### config.mk
export PLATFORM = sky130hd
export DESIGN_NAME = chip8_top
export DESIGN_NICKNAME = d
export VERILOG_FILES = /design/src/chip8_pkg.sv /design/src/alu.sv /design/src/reg_file.sv /design/src/pc_stack.sv /design/src/timers.sv /design/src/cpu_control.sv /design/src/chip8_top.sv
export SDC_FILE = /design/constraint.sdc
export NUM_CORES = 1
export LEC_CHECK = 0
export BUFFER_PORTS_ARGS = -buffer_cell sky130_fd_sc_hd__buf_4
export CORE_ASPECT_RATIO = 1.1
export CORE_MARGIN = 4
export CORE_UTILIZATION = 45
export CTS_CLUSTER_DIAMETER = 80
export DETAILED_ROUTE_END_ITERATION = 16
export GPL_TIMING_DRIVEN = 0
export HOLD_SLACK_MARGIN = 0.1
export SYNTH_ARGS = -nofsm -noshare
export SYNTH_HDL_FRONTEND = slang
export SYNTH_SLANG_ARGS = --single-unit
### constraint.sdc
create_clock -name clk -period 7.33 [get_ports clk]
set_input_delay 0 -clock clk [delete_from_list [all_inputs] [get_ports clk]]
set_output_delay 0 -clock clk [all_outputs]
set_load 0.005 [all_outputs]
### src/chip8_pkg.sv
// ====================
// CHIP-8 shared types
// Widths, states, instruction views, ALU and writeback records
// ====================
package chip8_pkg;

    // Basic widths
    typedef logic [11:0] addr_t;
    typedef logic [7:0]  byte_t;
    typedef logic [3:0]  reg_idx_t;

    // Instruction sequencer states
    typedef enum logic [2:0] {
        fetch,
        decode,
        execute,
        writeback,
        pc_update
    } state_t;

    // Program counter update kinds
    typedef enum logic [1:0] {
        inc,
        skip,
        jump
    } pc_op_t;

    // Address form: opcode and 12-bit target
    typedef struct packed {
        logic [3:0] op;
        addr_t      nnn;
    } instr_addr_t;

    // Register form: kk is y joined with n
    typedef struct packed {
        logic [3:0] op;
        reg_idx_t   x;
        reg_idx_t   y;
        logic [3:0] n;
    } instr_reg_t;

    // One instruction word seen two ways
    typedef union packed {
        instr_addr_t addr;
        instr_reg_t  regs;
    } instr_u;

    // ALU output, 19 bits
    typedef struct packed {
        byte_t result;
        logic  result_we;
        byte_t flag;
        logic  flag_we;
        logic  skip;
    } alu_out_t;

    // Writeback record, 21 bits
    typedef struct packed {
        reg_idx_t x;
        byte_t    value;
        logic     flag_we;
        byte_t    flag;
    } wb_t;

    // VF index
    localparam reg_idx_t flag_reg = 4'd15;
    // Bytes per instruction
    localparam addr_t pc_step = 12'd2;
    localparam int stack_depth = 16;

endpackage

### src/alu.sv
// ====================
// CHIP-8 ALU
// Result, VF flag and skip compare in one cycle
// ====================
module alu (
    input  chip8_pkg::instr_u   instr,
    input  chip8_pkg::byte_t    vx,
    input  chip8_pkg::byte_t    vy,
    input  chip8_pkg::byte_t    delay,
    output chip8_pkg::alu_out_t res
);
    import chip8_pkg::*;

    logic [3:0] op;
    logic [3:0] n;
    byte_t      kk;
    logic [8:0] sum;

    assign op  = instr.regs.op;
    assign n   = instr.regs.n;
    assign kk  = {instr.regs.y, instr.regs.n};
    // Carry in bit 8
    assign sum = {1'b0, vx} + {1'b0, vy};

    always_comb begin
        res = '0;
        case (op)
            // Skip compares
            4'h3: res.skip = (vx == kk);
            4'h4: res.skip = (vx != kk);
            4'h5: res.skip = (n == 4'h0) && (vx == vy);
            4'h9: res.skip = (n == 4'h0) && (vx != vy);
            // Immediate load and add, VF untouched
            4'h6: begin
                res.result    = kk;
                res.result_we = 1'b1;
            end
            4'h7: begin
                res.result    = vx + kk;
                res.result_we = 1'b1;
            end
            4'h8: begin
                res.result_we = 1'b1;
                case (n)
                    4'h0: res.result = vy;
                    4'h1: res.result = vx | vy;
                    4'h2: res.result = vx & vy;
                    4'h3: res.result = vx ^ vy;
                    4'h4: begin
                        res.result  = sum[7:0];
                        res.flag    = {7'd0, sum[8]};
                        res.flag_we = 1'b1;
                    end
                    4'h5: begin
                        res.result  = vx - vy;
                        res.flag    = {7'd0, vx > vy};
                        res.flag_we = 1'b1;
                    end
                    4'h6: begin
                        res.result  = vx >> 1;
                        res.flag    = {7'd0, vx[0]};
                        res.flag_we = 1'b1;
                    end
                    4'h7: begin
                        res.result  = vy - vx;
                        res.flag    = {7'd0, vy > vx};
                        res.flag_we = 1'b1;
                    end
                    4'hE: begin
                        res.result  = vx << 1;
                        res.flag    = {7'd0, vx[7]};
                        res.flag_we = 1'b1;
                    end
                    // Unknown 8xy form writes nothing
                    default: res.result_we = 1'b0;
                endcase
            end
            // Fx07 reads the delay timer
            4'hF: begin
                if (kk == 8'h07) begin
                    res.result    = delay;
                    res.result_we = 1'b1;
                end
            end
            default: res = '0;
        endcase
    end

endmodule

### src/reg_file.sv
// ====================
// CHIP-8 V registers
// Sixteen bytes, three reads, value then flag write
// ====================
module reg_file (
    input  logic                 clk,
    input  logic                 rst,
    input  chip8_pkg::reg_idx_t  rd_x,
    input  chip8_pkg::reg_idx_t  rd_y,
    output chip8_pkg::byte_t     vx,
    output chip8_pkg::byte_t     vy,
    output chip8_pkg::byte_t     v0,
    input  logic                 we,
    input  chip8_pkg::wb_t       wb
);
    import chip8_pkg::*;

    byte_t regs [16];

    always_ff @(posedge clk) begin
        if (rst) begin
            for (int i = 0; i < 16; i++) begin
                regs[i] <= '0;
            end
        end else if (we) begin
            regs[wb.x] <= wb.value;
            // Later write wins when x is VF
            if (wb.flag_we) begin
                regs[flag_reg] <= wb.flag;
            end
        end
    end

    // Asynchronous reads
    assign vx = regs[rd_x];
    assign vy = regs[rd_y];
    assign v0 = regs[0];

endmodule

### src/pc_stack.sv
// ====================
// CHIP-8 PC and stack
// Program counter with sixteen-entry return stack
// ====================
module pc_stack #(
    parameter chip8_pkg::addr_t reset_pc = 12'h200
) (
    input  logic               clk,
    input  logic               rst,
    input  logic               push,
    input  logic               pop,
    input  logic               upd_en,
    input  chip8_pkg::pc_op_t  pc_op,
    input  chip8_pkg::addr_t   jump_addr,
    output chip8_pkg::addr_t   pc
);
    import chip8_pkg::*;

    localparam int ptr_w = $clog2(stack_depth);

    addr_t            stack [stack_depth];
    // One extra bit so a full stack is visible
    logic [ptr_w:0]   sp;
    logic [ptr_w-1:0] top_idx;

    assign top_idx = sp[ptr_w-1:0] - 1'b1;

    // Stack memory, call pushes the address of the call
    always_ff @(posedge clk) begin
        if (push) begin
            stack[sp[ptr_w-1:0]] <= pc;
        end
    end

    always_ff @(posedge clk) begin
        if (rst) begin
            pc <= reset_pc;
            sp <= '0;
        end else begin
            if (push) begin
                sp <= sp + 1'b1;
            end else if (pop) begin
                // Popped address, the inc step then adds 2
                pc <= stack[top_idx];
                sp <= sp - 1'b1;
            end
            if (upd_en) begin
                case (pc_op)
                    skip:    pc <= pc + pc_step + pc_step;
                    jump:    pc <= jump_addr;
                    default: pc <= pc + pc_step;
                endcase
            end
        end
    end

    a_no_overflow: assert property (@(posedge clk) disable iff (rst)
        push |-> (sp < (ptr_w + 1)'(stack_depth)));

    a_no_underflow: assert property (@(posedge clk) disable iff (rst)
        pop |-> (sp != '0));

endmodule

### src/timers.sv
// ====================
// CHIP-8 timers
// Delay and sound countdown from a divided tick
// ====================
module timers #(
    parameter int tick_div = 8
) (
    input  logic              clk,
    input  logic              rst,
    input  logic              load_delay,
    input  logic              load_sound,
    input  chip8_pkg::byte_t  load_val,
    output chip8_pkg::byte_t  delay,
    output logic              sound_on
);
    import chip8_pkg::*;

    localparam int div_w = (tick_div > 1) ? $clog2(tick_div) : 1;

    logic [div_w-1:0] div_cnt;
    logic             tick;
    byte_t            sound;

    // Free-running divider, one tick every tick_div cycles
    assign tick = (div_cnt == div_w'(tick_div - 1));

    always_ff @(posedge clk) begin
        if (rst || tick) begin
            div_cnt <= '0;
        end else begin
            div_cnt <= div_cnt + 1'b1;
        end
    end

    // Load beats tick, count stops at zero
    always_ff @(posedge clk) begin
        if (rst) begin
            delay <= '0;
            sound <= '0;
        end else begin
            if (load_delay) begin
                delay <= load_val;
            end else if (tick && delay != '0) begin
                delay <= delay - 1'b1;
            end
            if (load_sound) begin
                sound <= load_val;
            end else if (tick && sound != '0) begin
                sound <= sound - 1'b1;
            end
        end
    end

    assign sound_on = (sound != '0);

endmodule

### src/cpu_control.sv
// ====================
// CHIP-8 sequencer
// Five-state FSM, strobes, writeback and PC-update select
// ====================
module cpu_control (
    input  logic                clk,
    input  logic                rst,
    input  chip8_pkg::instr_u   instr,
    input  chip8_pkg::alu_out_t alu_res,
    input  chip8_pkg::byte_t    v0,
    input  chip8_pkg::byte_t    vx,
    output logic                fetch_en,
    output chip8_pkg::instr_u   instr_q,
    output logic                wb_valid,
    output chip8_pkg::wb_t      wb,
    output logic                push,
    output logic                pop,
    output logic                upd_en,
    output chip8_pkg::pc_op_t   pc_op,
    output chip8_pkg::addr_t    jump_addr,
    output logic                load_delay,
    output logic                load_sound,
    output chip8_pkg::byte_t    load_val
);
    import chip8_pkg::*;

    state_t     state;
    state_t     state_next;
    logic       decode_en;
    logic       exec_en;
    logic       wb_en;
    alu_out_t   alu_q;
    logic [3:0] op;
    byte_t      kk;
    logic       is_ret;

    // Fields of the latched word
    assign op     = instr_q.regs.op;
    assign kk     = {instr_q.regs.y, instr_q.regs.n};
    assign is_ret = (instr_q == 16'h00EE);

    // Fixed walk through the five steps
    always_comb begin
        case (state)
            fetch:     state_next = decode;
            decode:    state_next = execute;
            execute:   state_next = writeback;
            writeback: state_next = pc_update;
            default:   state_next = fetch;
        endcase
    end

    always_ff @(posedge clk) begin
        if (rst) begin
            state <= fetch;
        end else begin
            state <= state_next;
        end
    end

    // One strobe per state
    assign fetch_en  = (state == fetch);
    assign decode_en = (state == decode);
    assign exec_en   = (state == execute);
    assign wb_en     = (state == writeback);
    assign upd_en    = (state == pc_update);

    // Instruction port answers during decode
    always_ff @(posedge clk) begin
        if (decode_en) begin
            instr_q <= instr;
        end
    end

    // Hold ALU result for writeback and skip
    always_ff @(posedge clk) begin
        if (rst) begin
            alu_q <= '0;
        end else if (exec_en) begin
            alu_q <= alu_res;
        end
    end

    // Stack and timer strobes in execute
    assign push       = exec_en && (op == 4'h2);
    assign pop        = exec_en && is_ret;
    assign load_delay = exec_en && (op == 4'hF) && (kk == 8'h15);
    assign load_sound = exec_en && (op == 4'hF) && (kk == 8'h18);
    assign load_val   = vx;

    // Writeback record built from the held ALU result
    assign wb.x       = instr_q.regs.x;
    assign wb.value   = alu_q.result;
    assign wb.flag_we = alu_q.flag_we;
    assign wb.flag    = alu_q.flag;
    assign wb_valid   = wb_en && alu_q.result_we;

    // PC update kind
    always_comb begin
        pc_op = inc;
        case (op)
            4'h1, 4'h2, 4'hB: pc_op = jump;
            4'h3, 4'h4, 4'h5, 4'h9: begin
                if (alu_q.skip) begin
                    pc_op = skip;
                end
            end
            default: pc_op = inc;
        endcase
    end

    // Bnnn adds V0 and wraps in 12 bits
    assign jump_addr = (op == 4'hB) ? instr_q.addr.nnn + addr_t'(v0) : instr_q.addr.nnn;

    a_state_legal: assert property (@(posedge clk) disable iff (rst)
        state inside {fetch, decode, execute, writeback, pc_update});

endmodule

### src/chip8_top.sv
// ====================
// CHIP-8 instruction engine
// Sequencer, datapath and timers behind an instruction port
// ====================
module chip8_top #(
    parameter int               tick_div = 8,
    parameter chip8_pkg::addr_t reset_pc = 12'h200
) (
    input  logic               clk,
    input  logic               rst,
    output logic               fetch_en,
    output chip8_pkg::addr_t   fetch_addr,
    input  chip8_pkg::instr_u  instr,
    output logic               wb_valid,
    output chip8_pkg::wb_t     wb,
    output logic               sound_on
);
    import chip8_pkg::*;

    // Decoded instruction and register reads
    instr_u   instr_q;
    byte_t    vx;
    byte_t    vy;
    byte_t    v0;
    byte_t    delay;
    alu_out_t alu_res;

    // PC and stack control
    logic   push;
    logic   pop;
    logic   upd_en;
    pc_op_t pc_op;
    addr_t  jump_addr;

    // Timer loads
    logic  load_delay;
    logic  load_sound;
    byte_t load_val;

    cpu_control u_control (
        .clk        (clk),
        .rst        (rst),
        .instr      (instr),
        .alu_res    (alu_res),
        .v0         (v0),
        .vx         (vx),
        .fetch_en   (fetch_en),
        .instr_q    (instr_q),
        .wb_valid   (wb_valid),
        .wb         (wb),
        .push       (push),
        .pop        (pop),
        .upd_en     (upd_en),
        .pc_op      (pc_op),
        .jump_addr  (jump_addr),
        .load_delay (load_delay),
        .load_sound (load_sound),
        .load_val   (load_val)
    );

    alu u_alu (
        .instr (instr_q),
        .vx    (vx),
        .vy    (vy),
        .delay (delay),
        .res   (alu_res)
    );

    // Register file reads follow the latched instruction
    reg_file u_regs (
        .clk  (clk),
        .rst  (rst),
        .rd_x (instr_q.regs.x),
        .rd_y (instr_q.regs.y),
        .vx   (vx),
        .vy   (vy),
        .v0   (v0),
        .we   (wb_valid),
        .wb   (wb)
    );

    // The PC is the fetch address
    pc_stack #(.reset_pc(reset_pc)) u_pc (
        .clk       (clk),
        .rst       (rst),
        .push      (push),
        .pop       (pop),
        .upd_en    (upd_en),
        .pc_op     (pc_op),
        .jump_addr (jump_addr),
        .pc        (fetch_addr)
    );

    timers #(.tick_div(tick_div)) u_timers (
        .clk        (clk),
        .rst        (rst),
        .load_delay (load_delay),
        .load_sound (load_sound),
        .load_val   (load_val),
        .delay      (delay),
        .sound_on   (sound_on)
    );

endmodule

==> flow_metrics.tcl, run 1 <==
set metrics [dict create \
    status "completed" \
    synth_edf_count 336 \
    crit_fanout 10 \
    post_cts_resized 0 \
    crit_chain "clkbuf_1, clkbuf_1, mux4_2, mux4_2, inv_2, ha_1, o21ba_2, nor4_1, o41a_1, o211ai_1, and3_1, a211o_1, a221oi_1" \
    whs_endpoint "u_control.instr_q[15]" \
    synth_area_sq_mm 0.0211 \
    place_area_sq_mm 0.0223 \
    finalSetupViolations 0 \
    drv_cap 0 \
    min_delay_path_depth 2 \
    final_hold_viol_count 0 \
    routabilityCongestion 0.925 \
    num_rows 82 \
    synth-warning-count 0 \
    postSynthCellCount 1586 \
    rsz0062_at_grt "no" \
    cpPeakStageDelay_ns 0.70 \
    synthTopCellsByCount "edfxtp_1, and2_1, mux4_2, nor2_1, nand2_1" \
    end_kind "flop" \
    worst_pin_slew_ns 1.38 \
    yosysSeqAreaShare_pct 53.3 \
    die-width_um 215 \
    grt_pass1_wl_um 88900 \
    maxSlewViolCount 0 \
    p_per_area_mw_per_mm2 237 \
    hold_buffers 17 \
    ant_nets 0 \
    cpLargestDelayFamily "buffers and inverters" \
    n_antenna_cell 0 \
    io_buffer_count 46 \
    fin_nets 1796 \
    cts_tree "yes" \
    post-route-period-util_pct 70.4 \
    power.leakage_nw 8.60 \
    design_area_sq_mm 0.0239 \
    syn_area_per_cell_sq_um 13.3 \
    rrSetupSlack_ns 2.17 \
    insertion_delay_ns 0.59 \
    h-tree-depth 2 \
    start_kind "flop" \
    numCtsBuffers 44 \
    fill_cells 3909 \
    yosysMostFrequentCell "edfxtp_1" \
    clk_path_buf_depth 3 \
    die_h_um 235 \
    clock-skew-final_ns 0.0424 \
    max-vdd-ir-drop_mv 0.220 \
    remaining_drc_errors 0 \
    via_count 14152 \
    min_path_type "in -> reg" \
    syn_to_final_growth_pct 13.4 \
    timing.setup.tns_ns 0 \
    async_flop_share_pct 0 \
    clk_pin_slew_ns 0.06 \
    min_from "instr[15]" \
    globalRouteTotalUtil_pct 22.9 \
    r2r-end "u_control.wb[16]" \
    relSlewSlack_pct 7.54 \
    layout_min_cycle_time_ns 5.16 \
    post_cts_buffers 0 \
    layout-drive-gt1-share_pct 20.1 \
    whs_ns 0.134 \
    r2r_cells 13 \
    dieArea_sq_mm 0.0504 \
    cp.arrival_ns 5.62 \
    cts.sinks 394 \
    grt_max_degree 26 \
    synth.area.top_cells "edfxtp_1, mux4_2, dfxtp_1" \
    io_pins 54 \
    synth_cell_types 88 \
    path_class "reg -> reg" \
    antenna_found_initial 0 \
    synthFlopType "edfxtp_1" \
    grt_pass1_vias 14070 \
    multi_input_area_sq_mm 0.00919 \
    design.core.area_sq_mm 0.0460 \
    wirelength_um 58500 \
    drt_iter0_drc 1371 \
    cts_root_buffer "clkbuf_16" \
    ys_seq_elements 394 \
    post_drt_wl_per_cell_um 25.1 \
    dpl.hpwl_um 42300 \
    cp_num_buf_inv 3 \
    yosys.area.top_type_share_pct 47.8 \
    crit_path_top_delay_cell "clkbuf_1" \
    register_area_sq_mm 0.0113 \
    dr.pass1.iters 7 \
    post-synth-top-area-cell "edfxtp_1" \
    required_ns 7.79 \
    overflow 0 \
    start_util_pct 45.9 \
    fmaxAchievable_mhz 194 \
    vias_per_cell 6.07 \
]
-- power by group --
| part | total, mW | internal [mW] | switching, mW |
|---|---|---|---|
| logic | 0.938 | 0.377 | 0.561 |
| clock network | 2.24 | 1.30 | 0.939 |
| registers | 2.50 | 2.46 | 0.0444 |
| total | 5.68 | 4.13 | 1.54 |
-- layer usage --
| layer | share of wire (%) | track usage, % |
|---|---|---|
| met5 | 0 | 0 |
| met4 | 2.3 | 5.78 |
| met3 | 6.9 | 3.98 |
| met2 | 47 | 36.8 |
| met1 | 44 | 32.9 |
-- per-stage QoR --
step           std cells  total power [mW]  utilization [%]  setup slack [ns]
3_5_place_dp        2231              3.46             48.5              2.35
2_1_floorplan       1592              3.18                -              3.41
4_1_cts             2330              5.70             52.1              2.28
6_report            2330              5.68             52.1              2.17
3_3_place_gp        2226              3.46             48.3              2.40
5_1_grt             2330              5.89             52.1              2.02
-- sequential cells by signal (all words and copies together), names as in the netlist, named ones only --
signal	cells
u_control.alu_q	2
u_control.instr_q	16
u_control.state	3
u_control.wb	10
u_pc.pc	12
u_pc.sp	4
u_pc.stack	192
u_regs.regs	128
u_timers.delay	8
u_timers.div_cnt	3
u_timers.sound	8
-- placed cells by master (no fill, tap or decap), types with 47 or more instances in the layout --
master / instances
clkbuf_1: 69
a21oi_1: 62
and2_1: 123
nand2_1: 69
edfxtp_1: 336
mux4_2: 123
buf_4: 67
dfxtp_1: 58
ha_1: 66
nor2_1: 115
o21ai_0: 47
-- worst max-delay path by stage --
stage	startpoint	endpoint	slack, ns	depth (start not counted)
6_report	flop	u_control.wb[16]	2.17	13
4_1_cts	flop	u_control.wb[16]	2.28	13
3_5_place_dp	flop	u_control.wb[16]	2.35	13
2_1_floorplan	flop	u_control.wb[16]	3.41	13
3_3_place_gp	flop	u_control.wb[16]	2.40	14
5_1_grt	flop	u_control.wb[16]	2.02	13
-- layout make-up --
class                      count  area share (%)
buffer                       111            2.36
timing repair buffer          68            2.40
clock inverter                29            1.34
sequential                   394            47.0
inverter                      45           0.706
multi-input combinational   1042            38.4
clock buffer                  53            4.74
tap                          588            3.07
-- kinds of logic after synthesis --
kind of cell    share of synthesized area (%)
buf+inv                                  3.47
simple gates                             12.4
xor+xnor                                 1.83
other cells                            0.0178
mux                                      16.3
flops                                    53.3
compound gates                           8.20
fa+ha+maj                                4.48
-- worst register-to-register path, cell delays in order, from the launching register on --
cell,delay [ns]
dfxtp_1,0.31
clkbuf_1,0.37
clkbuf_1,0.71
mux4_2,0.49
mux4_2,0.65
inv_2,0.29
ha_1,0.37
o21ba_2,0.26
nor4_1,0.44
o41a_1,0.28
o211ai_1,0.09
and3_1,0.23
a211o_1,0.32
a221oi_1,0.25
Note: power is estimated with default switching activity, not from simulation.
==> run 2: changes to the inputs <==
--- a/config.mk
+++ b/config.mk
@@ -5,6 +5,7 @@
 export SDC_FILE = /design/constraint.sdc
 export NUM_CORES = 1
 export LEC_CHECK = 0
+export ABC_AREA = 1
 export BUFFER_PORTS_ARGS = -buffer_cell sky130_fd_sc_hd__buf_4
 export CORE_ASPECT_RATIO = 1.1
 export CORE_MARGIN = 4
==> constraint.sdc (replaced) <==
create_clock -name clk -period 4.8 [get_ports clk]
set_input_delay 0 -clock clk [delete_from_list [all_inputs] [get_ports clk]]
set_output_delay 0 -clock clk [all_outputs]
set_load 0.005 [all_outputs]
==> run 2 against run 1 <==
  * Register-to-register slack worse by 1.7 ns
  * Via count increased by 28%
  * Global-route usage increased by 4.6 points
  * Largest cell class unchanged
  * The run now ends with capacitance limit left
  * Critical endpoint is now u_control.wb[15]
  * Largest power group unchanged
  * Synthesized cell count rose by 49%
==> flow_metrics.tcl, run 2 <==
set metrics [dict create \
    status "finished, violations left" \
    violations "capacitance limit" \
    fin_ws_ns 0.498 \
    wirelength_um 72300 \
    final_hold_viol_count 0 \
    async_flop_share_pct 0 \
    post-route-period-util_pct 89.6 \
    min_path_type "in -> reg" \
    numCtsBuffers 43 \
    cp.arrival_ns 4.73 \
    synth_area_sq_mm 0.0216 \
    post-synth-top-area-cell "edfxtp_1" \
    finalSetupViolations 0 \
    vias_per_cell 5.74 \
    cts.sinks 394 \
    globalRouteTotalUtil_pct 27.6 \
    yosysSeqAreaShare_pct 52.1 \
    syn_to_final_growth_pct 12.6 \
    post_drt_wl_per_cell_um 22.9 \
    rsz0062_at_grt "no" \
    rrSetupSlack_ns 0.50 \
    grt_pass1_wl_um 108000 \
    layout-drive-gt1-share_pct 11.0 \
    remaining_drc_errors 0 \
    dr.pass1.iters 6 \
    p_per_area_mw_per_mm2 362 \
    power.leakage_nw 9.38 \
    start_kind "flop" \
    layout_min_cycle_time_ns 4.30 \
    worst_pin_slew_ns 1.48 \
    io_pins 54 \
    synth_cell_types 58 \
    synth-warning-count 0 \
    die_h_um 238 \
    cts_root_buffer "clkbuf_16" \
    timing.setup.tns_ns 0 \
    synthTopCellsByCount "nand2_1, edfxtp_1, nor2_1" \
    whs_ns 0.143 \
    relSlewSlack_pct 1.29 \
    drt_iter0_drc 1687 \
    required_ns 5.23 \
    drv_cap 1 \
    synthAdderAreaFrac_pct 4.38 \
    dp_slack_ns 0.644 \
    synthFlopType "edfxtp_1" \
    clk_pin_slew_ns 0.06 \
    post-route-util_pct 51.7 \
    hold_buffers 17 \
    via_count 18113 \
    overflow 0 \
    crit_path_top_delay_cell "buf_1" \
    cpMostUsedCell "nand2_1" \
    synth-xor-area-share_pct 0.644 \
    synth.area.top_cells "edfxtp_1, nand2_1, nor2_1" \
    end_kind "flop" \
    antenna_found_initial 0 \
    synthMuxAreaShare_pct 0.974 \
    h-tree-depth 2 \
    fin_nets 2573 \
    yosys.area_share.simple_pct 19.8 \
    yosysMostFrequentCell "nand2_1" \
    crit_chain "buf_2, buf_1, nand3_1, nand3_1, nand2_2, inv_1, ha_1, buf_2, inv_1, nand2_1, o21ai_1, nand2_1, nand2_1, nand2_1, nand3_1, nand4_1, o21ai_1, nand2_1, nand2_1, a21oi_1" \
    synth_compound_area_share_pct 14.5 \
    routabilityCongestion 0.936 \
    num_rows 83 \
    fill_cells 4393 \
    design_area_sq_mm 0.0243 \
    grt_pass1_vias 17403 \
    min_delay_path_depth 2 \
    post_cts_buffers 0 \
    yosys.area.top_type_share_pct 46.8 \
    synth_top_family_by_area "simple AND/OR/NAND/NOR gates" \
    r2r-end "u_control.wb[15]" \
    max-vdd-ir-drop_mv 0.259 \
    start_util_pct 45.9 \
    whs_endpoint "u_control.instr_q[3]" \
    final_common_cell "nand2_1" \
    path_class "reg -> reg" \
    syn_area_per_cell_sq_um 9.12 \
    dieArea_sq_mm 0.0515 \
    design.core.area_sq_mm 0.0470 \
    r2r_cells 20 \
    dpl.hpwl_um 53700 \
    post_cts_resized 0 \
    min_from "instr[3]" \
    clk_path_buf_depth 3 \
    grt_max_degree 26 \
    insertion_delay_ns 0.58 \
    n_antenna_cell 0 \
    ys_seq_elements 394 \
    io_buffer_count 46 \
    layout_common_cells "nand2_1, edfxtp_1, nor2_1, inv_1, nand3_1" \
    clock-skew-final_ns 0.0182 \
    ant_nets 0 \
    postSynthCellCount 2367 \
    synth_edf_count 336 \
    fmaxAchievable_mhz 232 \
    crit_fanout 10 \
    largest_reg_flops 192 \
    cpPeakStageDelay_ns 0.63 \
    cts_tree "yes" \
    die-width_um 217 \
    maxSlewViolCount 0 \
    place_area_sq_mm 0.0228 \
]
[run 2: worst max-delay path, delay by kind of cell, from the launching register on]
kind	cells	cell delay [ns]
AO/OA/AOI/OAI	3	0.68
adder cells (fa/ha/maj)	1	0.29
buffers and inverters	5	1.53
flip-flops	1	0.31
AND/OR/NAND/NOR	11	1.34
[run 2: final cells by class]
type / count / area, sq um / share of cell area, %
buffer: 136 / 762 / 3.14
sequential: 394 / 11300 / 46.3
inverter: 233 / 875 / 3.60
multi-input combinational: 1610 / 8730 / 35.9
tap: 637 / 797 / 3.28
clock inverter: 21 / 183 / 0.752
clock buffer: 58 / 1160 / 4.79
timing repair buffer: 65 / 538 / 2.21
[run 2: report_power, final]
part | internal, mW | switching [mW]
Sequential | 3.75 | 0.0604
Combinational | 0.540 | 1.26
Clock | 1.82 | 1.37
Total | 6.11 | 2.69
[run 2: cells by family (layout without fill, tap and decap cells)]
| kind of cell | after synthesis | count (layout) |
|---|---|---|
| other | 1 | 7 |
| adders and majority gates | 72 | 72 |
| buffers and inverters | 369 | 513 |
| AOI/OAI and AO/OA | 510 | 510 |
| xor gates and xnor gates | 15 | 15 |
| and+or+nand+nor | 985 | 985 |
| muxes | 21 | 21 |
| DFF | 394 | 394 |
[run 2: how the worst max path moves through the flow]
stage	startpoint	end	depth (start not counted)
3_3_place_gp	flop	u_control.wb[15]	20
3_5_place_dp	flop	u_control.wb[15]	20
5_1_grt	flop	u_control.wb[15]	20
4_1_cts	flop	u_control.wb[15]	20
2_1_floorplan	flop	u_control.wb[15]	21
6_report	flop	u_control.wb[15]	20
[run 2: through the flow]
step | cells | power (mW)
2_1_floorplan | 2373 | 5.03
5_1_grt | 3154 | 9.17
3_5_place_dp | 3057 | 5.63
6_report | 3154 | 8.80
4_1_cts | 3153 | 8.81
3_3_place_gp | 3056 | 5.62
[run 2: metal layers]
layer / vias up / track usage, % / share of wire, %
li1: 8488 / - / -
met1: 8718 / 36.8 / 42
met5: - / 0 / 0
met2: 750 / 46.4 / 48
met4: 0 / 9.82 / 3.7
met3: 157 / 3.67 / 6.4
==> run 3: changes to the inputs <==
--- a/config.mk
+++ b/config.mk
@@ -9,11 +9,12 @@
 export BUFFER_PORTS_ARGS = -buffer_cell sky130_fd_sc_hd__buf_4
 export CORE_ASPECT_RATIO = 1.1
 export CORE_MARGIN = 4
-export CORE_UTILIZATION = 45
+export CORE_UTILIZATION = 55
 export CTS_CLUSTER_DIAMETER = 80
 export DETAILED_ROUTE_END_ITERATION = 16
 export GPL_TIMING_DRIVEN = 0
 export HOLD_SLACK_MARGIN = 0.1
+export PLACE_DENSITY = 0.72
 export SYNTH_ARGS = -nofsm -noshare
 export SYNTH_HDL_FRONTEND = slang
 export SYNTH_SLANG_ARGS = --single-unit
==> run 3 against run 2 <==
  * Core utilization rose by 11 points
  * Global-route usage increased by 5.1 points
  * Clock skew increased by 0.0028 ns
  * Combinational power about the same
  * Total power rose by 0.14%
  * Sequential share of layout area is 0.32 points higher
  * First-iteration DRC count is 30% higher
  * The flow finishes with violations (capacitance limit, slew limit)
  * Critical endpoint unchanged
  * Highest routed layer unchanged
==> flow_metrics.tcl, run 3 (same netlist as run 2, synthesis figures left out) <==
set metrics [dict create \
    start_util_pct 56.1 \
    fmaxAchievable_mhz 243 \
    final_cells 3016 \
    drt_iter0_drc 2190 \
    layout_common_cells "nand2_1, edfxtp_1, nor2_1, inv_1, nand3_1" \
    fin_ws_ns 0.685 \
    post-route-util_pct 62.7 \
    rrSetupSlack_ns 0.68 \
    design_area_sq_mm 0.0241 \
    ant_nets 0 \
    h-tree-depth 2 \
    post_cts_buffers 0 \
    place_area_sq_mm 0.0226 \
    fill_cells 3307 \
    r2r_cells 21 \
    required_ns 5.22 \
    met1_usage_pct 42.6 \
    wirelength_um 70600 \
    final_hold_viol_count 0 \
    min_path_type "in -> reg" \
    cpMostUsedCell "nand2_1" \
    violations "capacitance limit, slew limit" \
    syn_to_final_growth_pct 11.8 \
    end_kind "flop" \
    remaining_drc_errors 0 \
    finalSetupViolations 0 \
    cts_root_buffer "clkbuf_16" \
    antenna_found_initial 0 \
    drv_cap 1 \
    grt_max_degree 26 \
    num_rows 75 \
    maxSlewViolCount 13 \
    power.leakage_nw 9.37 \
    timing.setup.tns_ns 0 \
    via_count 18629 \
    io_pins 54 \
    io_buffer_count 46 \
    grt-busiest-layer "met2" \
    rsz0062_at_grt "no" \
    dr.pass1.iters 7 \
    globalRouteTotalUtil_pct 32.7 \
    status "finished, violations left" \
    cpPeakStageDelay_ns 0.65 \
    fin_nets 2572 \
    layout-drive-gt1-share_pct 11.0 \
    design.core.area_sq_mm 0.0385 \
    cts.sinks 394 \
    met2_usage_pct 53.6 \
    die-width_um 197 \
    post_drt_wl_per_cell_um 23.4 \
    grtUsageMet3_pct 4.65 \
    grt_pass1_vias 18224 \
    insertion_delay_ns 0.58 \
    final_common_cell "nand2_1" \
    grt_pass1_wl_um 107000 \
    numCtsBuffers 43 \
    dieArea_sq_mm 0.0425 \
    start_kind "flop" \
    layout_min_cycle_time_ns 4.12 \
    r2r-end "u_control.wb[15]" \
    crit_chain "buf_2, clkbuf_1, a21oi_1, o21ai_0, nand3_1, nand3_1, nand2_1, inv_1, ha_1, inv_2, nand2_1, o21ai_1, nand2_1, nand2_1, nand2_1, nand3_1, nand4_1, o21ai_1, nand2_1, nand2_1, a21oi_1" \
    largest_reg_flops 192 \
    relSlewSlack_pct -0.459 \
    dp_slack_ns 0.767 \
    routabilityCongestion 0.988 \
    overflow 0 \
    dpl.hpwl_um 51300 \
    p_per_area_mw_per_mm2 365 \
    register_area_sq_mm 0.0113 \
    worst_pin_slew_ns 1.50 \
    cp.arrival_ns 4.54 \
    path_class "reg -> reg" \
    cts_tree "yes" \
    endpoint "u_control.wb[15]" \
    n_antenna_cell 0 \
    clock-skew-final_ns 0.0210 \
    crit_path_top_delay_cell "clkbuf_1" \
    clk_path_buf_depth 3 \
    post-route-period-util_pct 85.7 \
    crit_fanout 10 \
    dp_cells 2919 \
    vias_per_cell 6.18 \
    max-vdd-ir-drop_mv 0.304 \
    die_h_um 216 \
    clk_pin_slew_ns 0.06 \
    multi_input_area_sq_mm 0.00872 \
]
==> run 3: cell count changes in the layout (fill, tap and decap cells not counted) <==
| cell | delta |
|---|---|
| nor3_1 | +1 |
| clkbuf_16 | -1 |
| clkinvlp_4 | +3 |
| clkbuf_8 | -1 |
| clkinv_1 | +2 |
| buf_6 | -2 |
| clkbuf_2 | -1 |
| bufinv_16 | +1 |
| clkbuf_1 | -4 |
| nor3_2 | -1 |
| buf_16 | +1 |
| clkinv_2 | +1 |
==> run 3: power breakdown <==
part	total [mW]	internal [mW]	switching, mW
logic	1.79	0.546	1.24
registers	3.81	3.75	0.0585
clock network	3.21	1.82	1.39
==> run 3: critical path, delay by kind of cell, from the launching register on <==
kind	cells	cell delay, ns
adders and majority gates	1	0.33
AOI/OAI and AO/OA	5	0.80
buffers and inverters	4	1.27
DFF	1	0.30
and+or+nand+nor	11	1.25
==> run 3: worst min path at each step <==
stage | from | endpoint | slack (ns) | depth (start not counted)
6_report | instr[2] | u_control.instr_q[2] | 0.16 | 2
4_1_cts | instr[0] | u_control.instr_q[0] | 0.13 | 2
3_5_place_dp | instr[0] | u_control.instr_q[0] | 0.18 | 1
3_3_place_gp | instr[0] | u_control.instr_q[0] | 0.18 | 1
5_1_grt | instr[14] | u_control.instr_q[14] | 0.16 | 2
2_1_floorplan | instr[0] | u_control.instr_q[0] | 0.1 | 0
==> run 3: layout make-up <==
type | count | area share (%)
Sequential cell | 394 | 46.6
Timing Repair Buffer | 64 | 2.25
Clock buffer | 51 | 4.58
Multi-Input combinational cell | 1610 | 36.2
Clock inverter | 28 | 1.03
Inverter | 233 | 3.62
Buffer | 136 | 3.15
Tap cell | 500 | 2.59
==> run 3: per-layer routing <==
metal  part of all wire [%]  wire, um
met1                     38     27100
met2                     47     33500
met3                    8.6      6090
met5                      0         0
met4                    5.6      3960
==> run 3: repair_timing <==
action,4_1_cts,5_1_grt
setup endpoints to repair,0,0
hold buffers,17,0
resized for setup,0,0
hold endpoints to repair,39,0
==> run 3: stage by stage <==
| stage | hold WS [ns] | power [mW] |
|---|---|---|
| 3_3_place_gp | 0.181 | 5.57 |
| 3_5_place_dp | 0.180 | 5.59 |
| 5_1_grt | 0.155 | 9.13 |
| 2_1_floorplan | 0.0989 | 5.03 |
| 6_report | 0.156 | 8.81 |
| 4_1_cts | 0.134 | 8.77 |
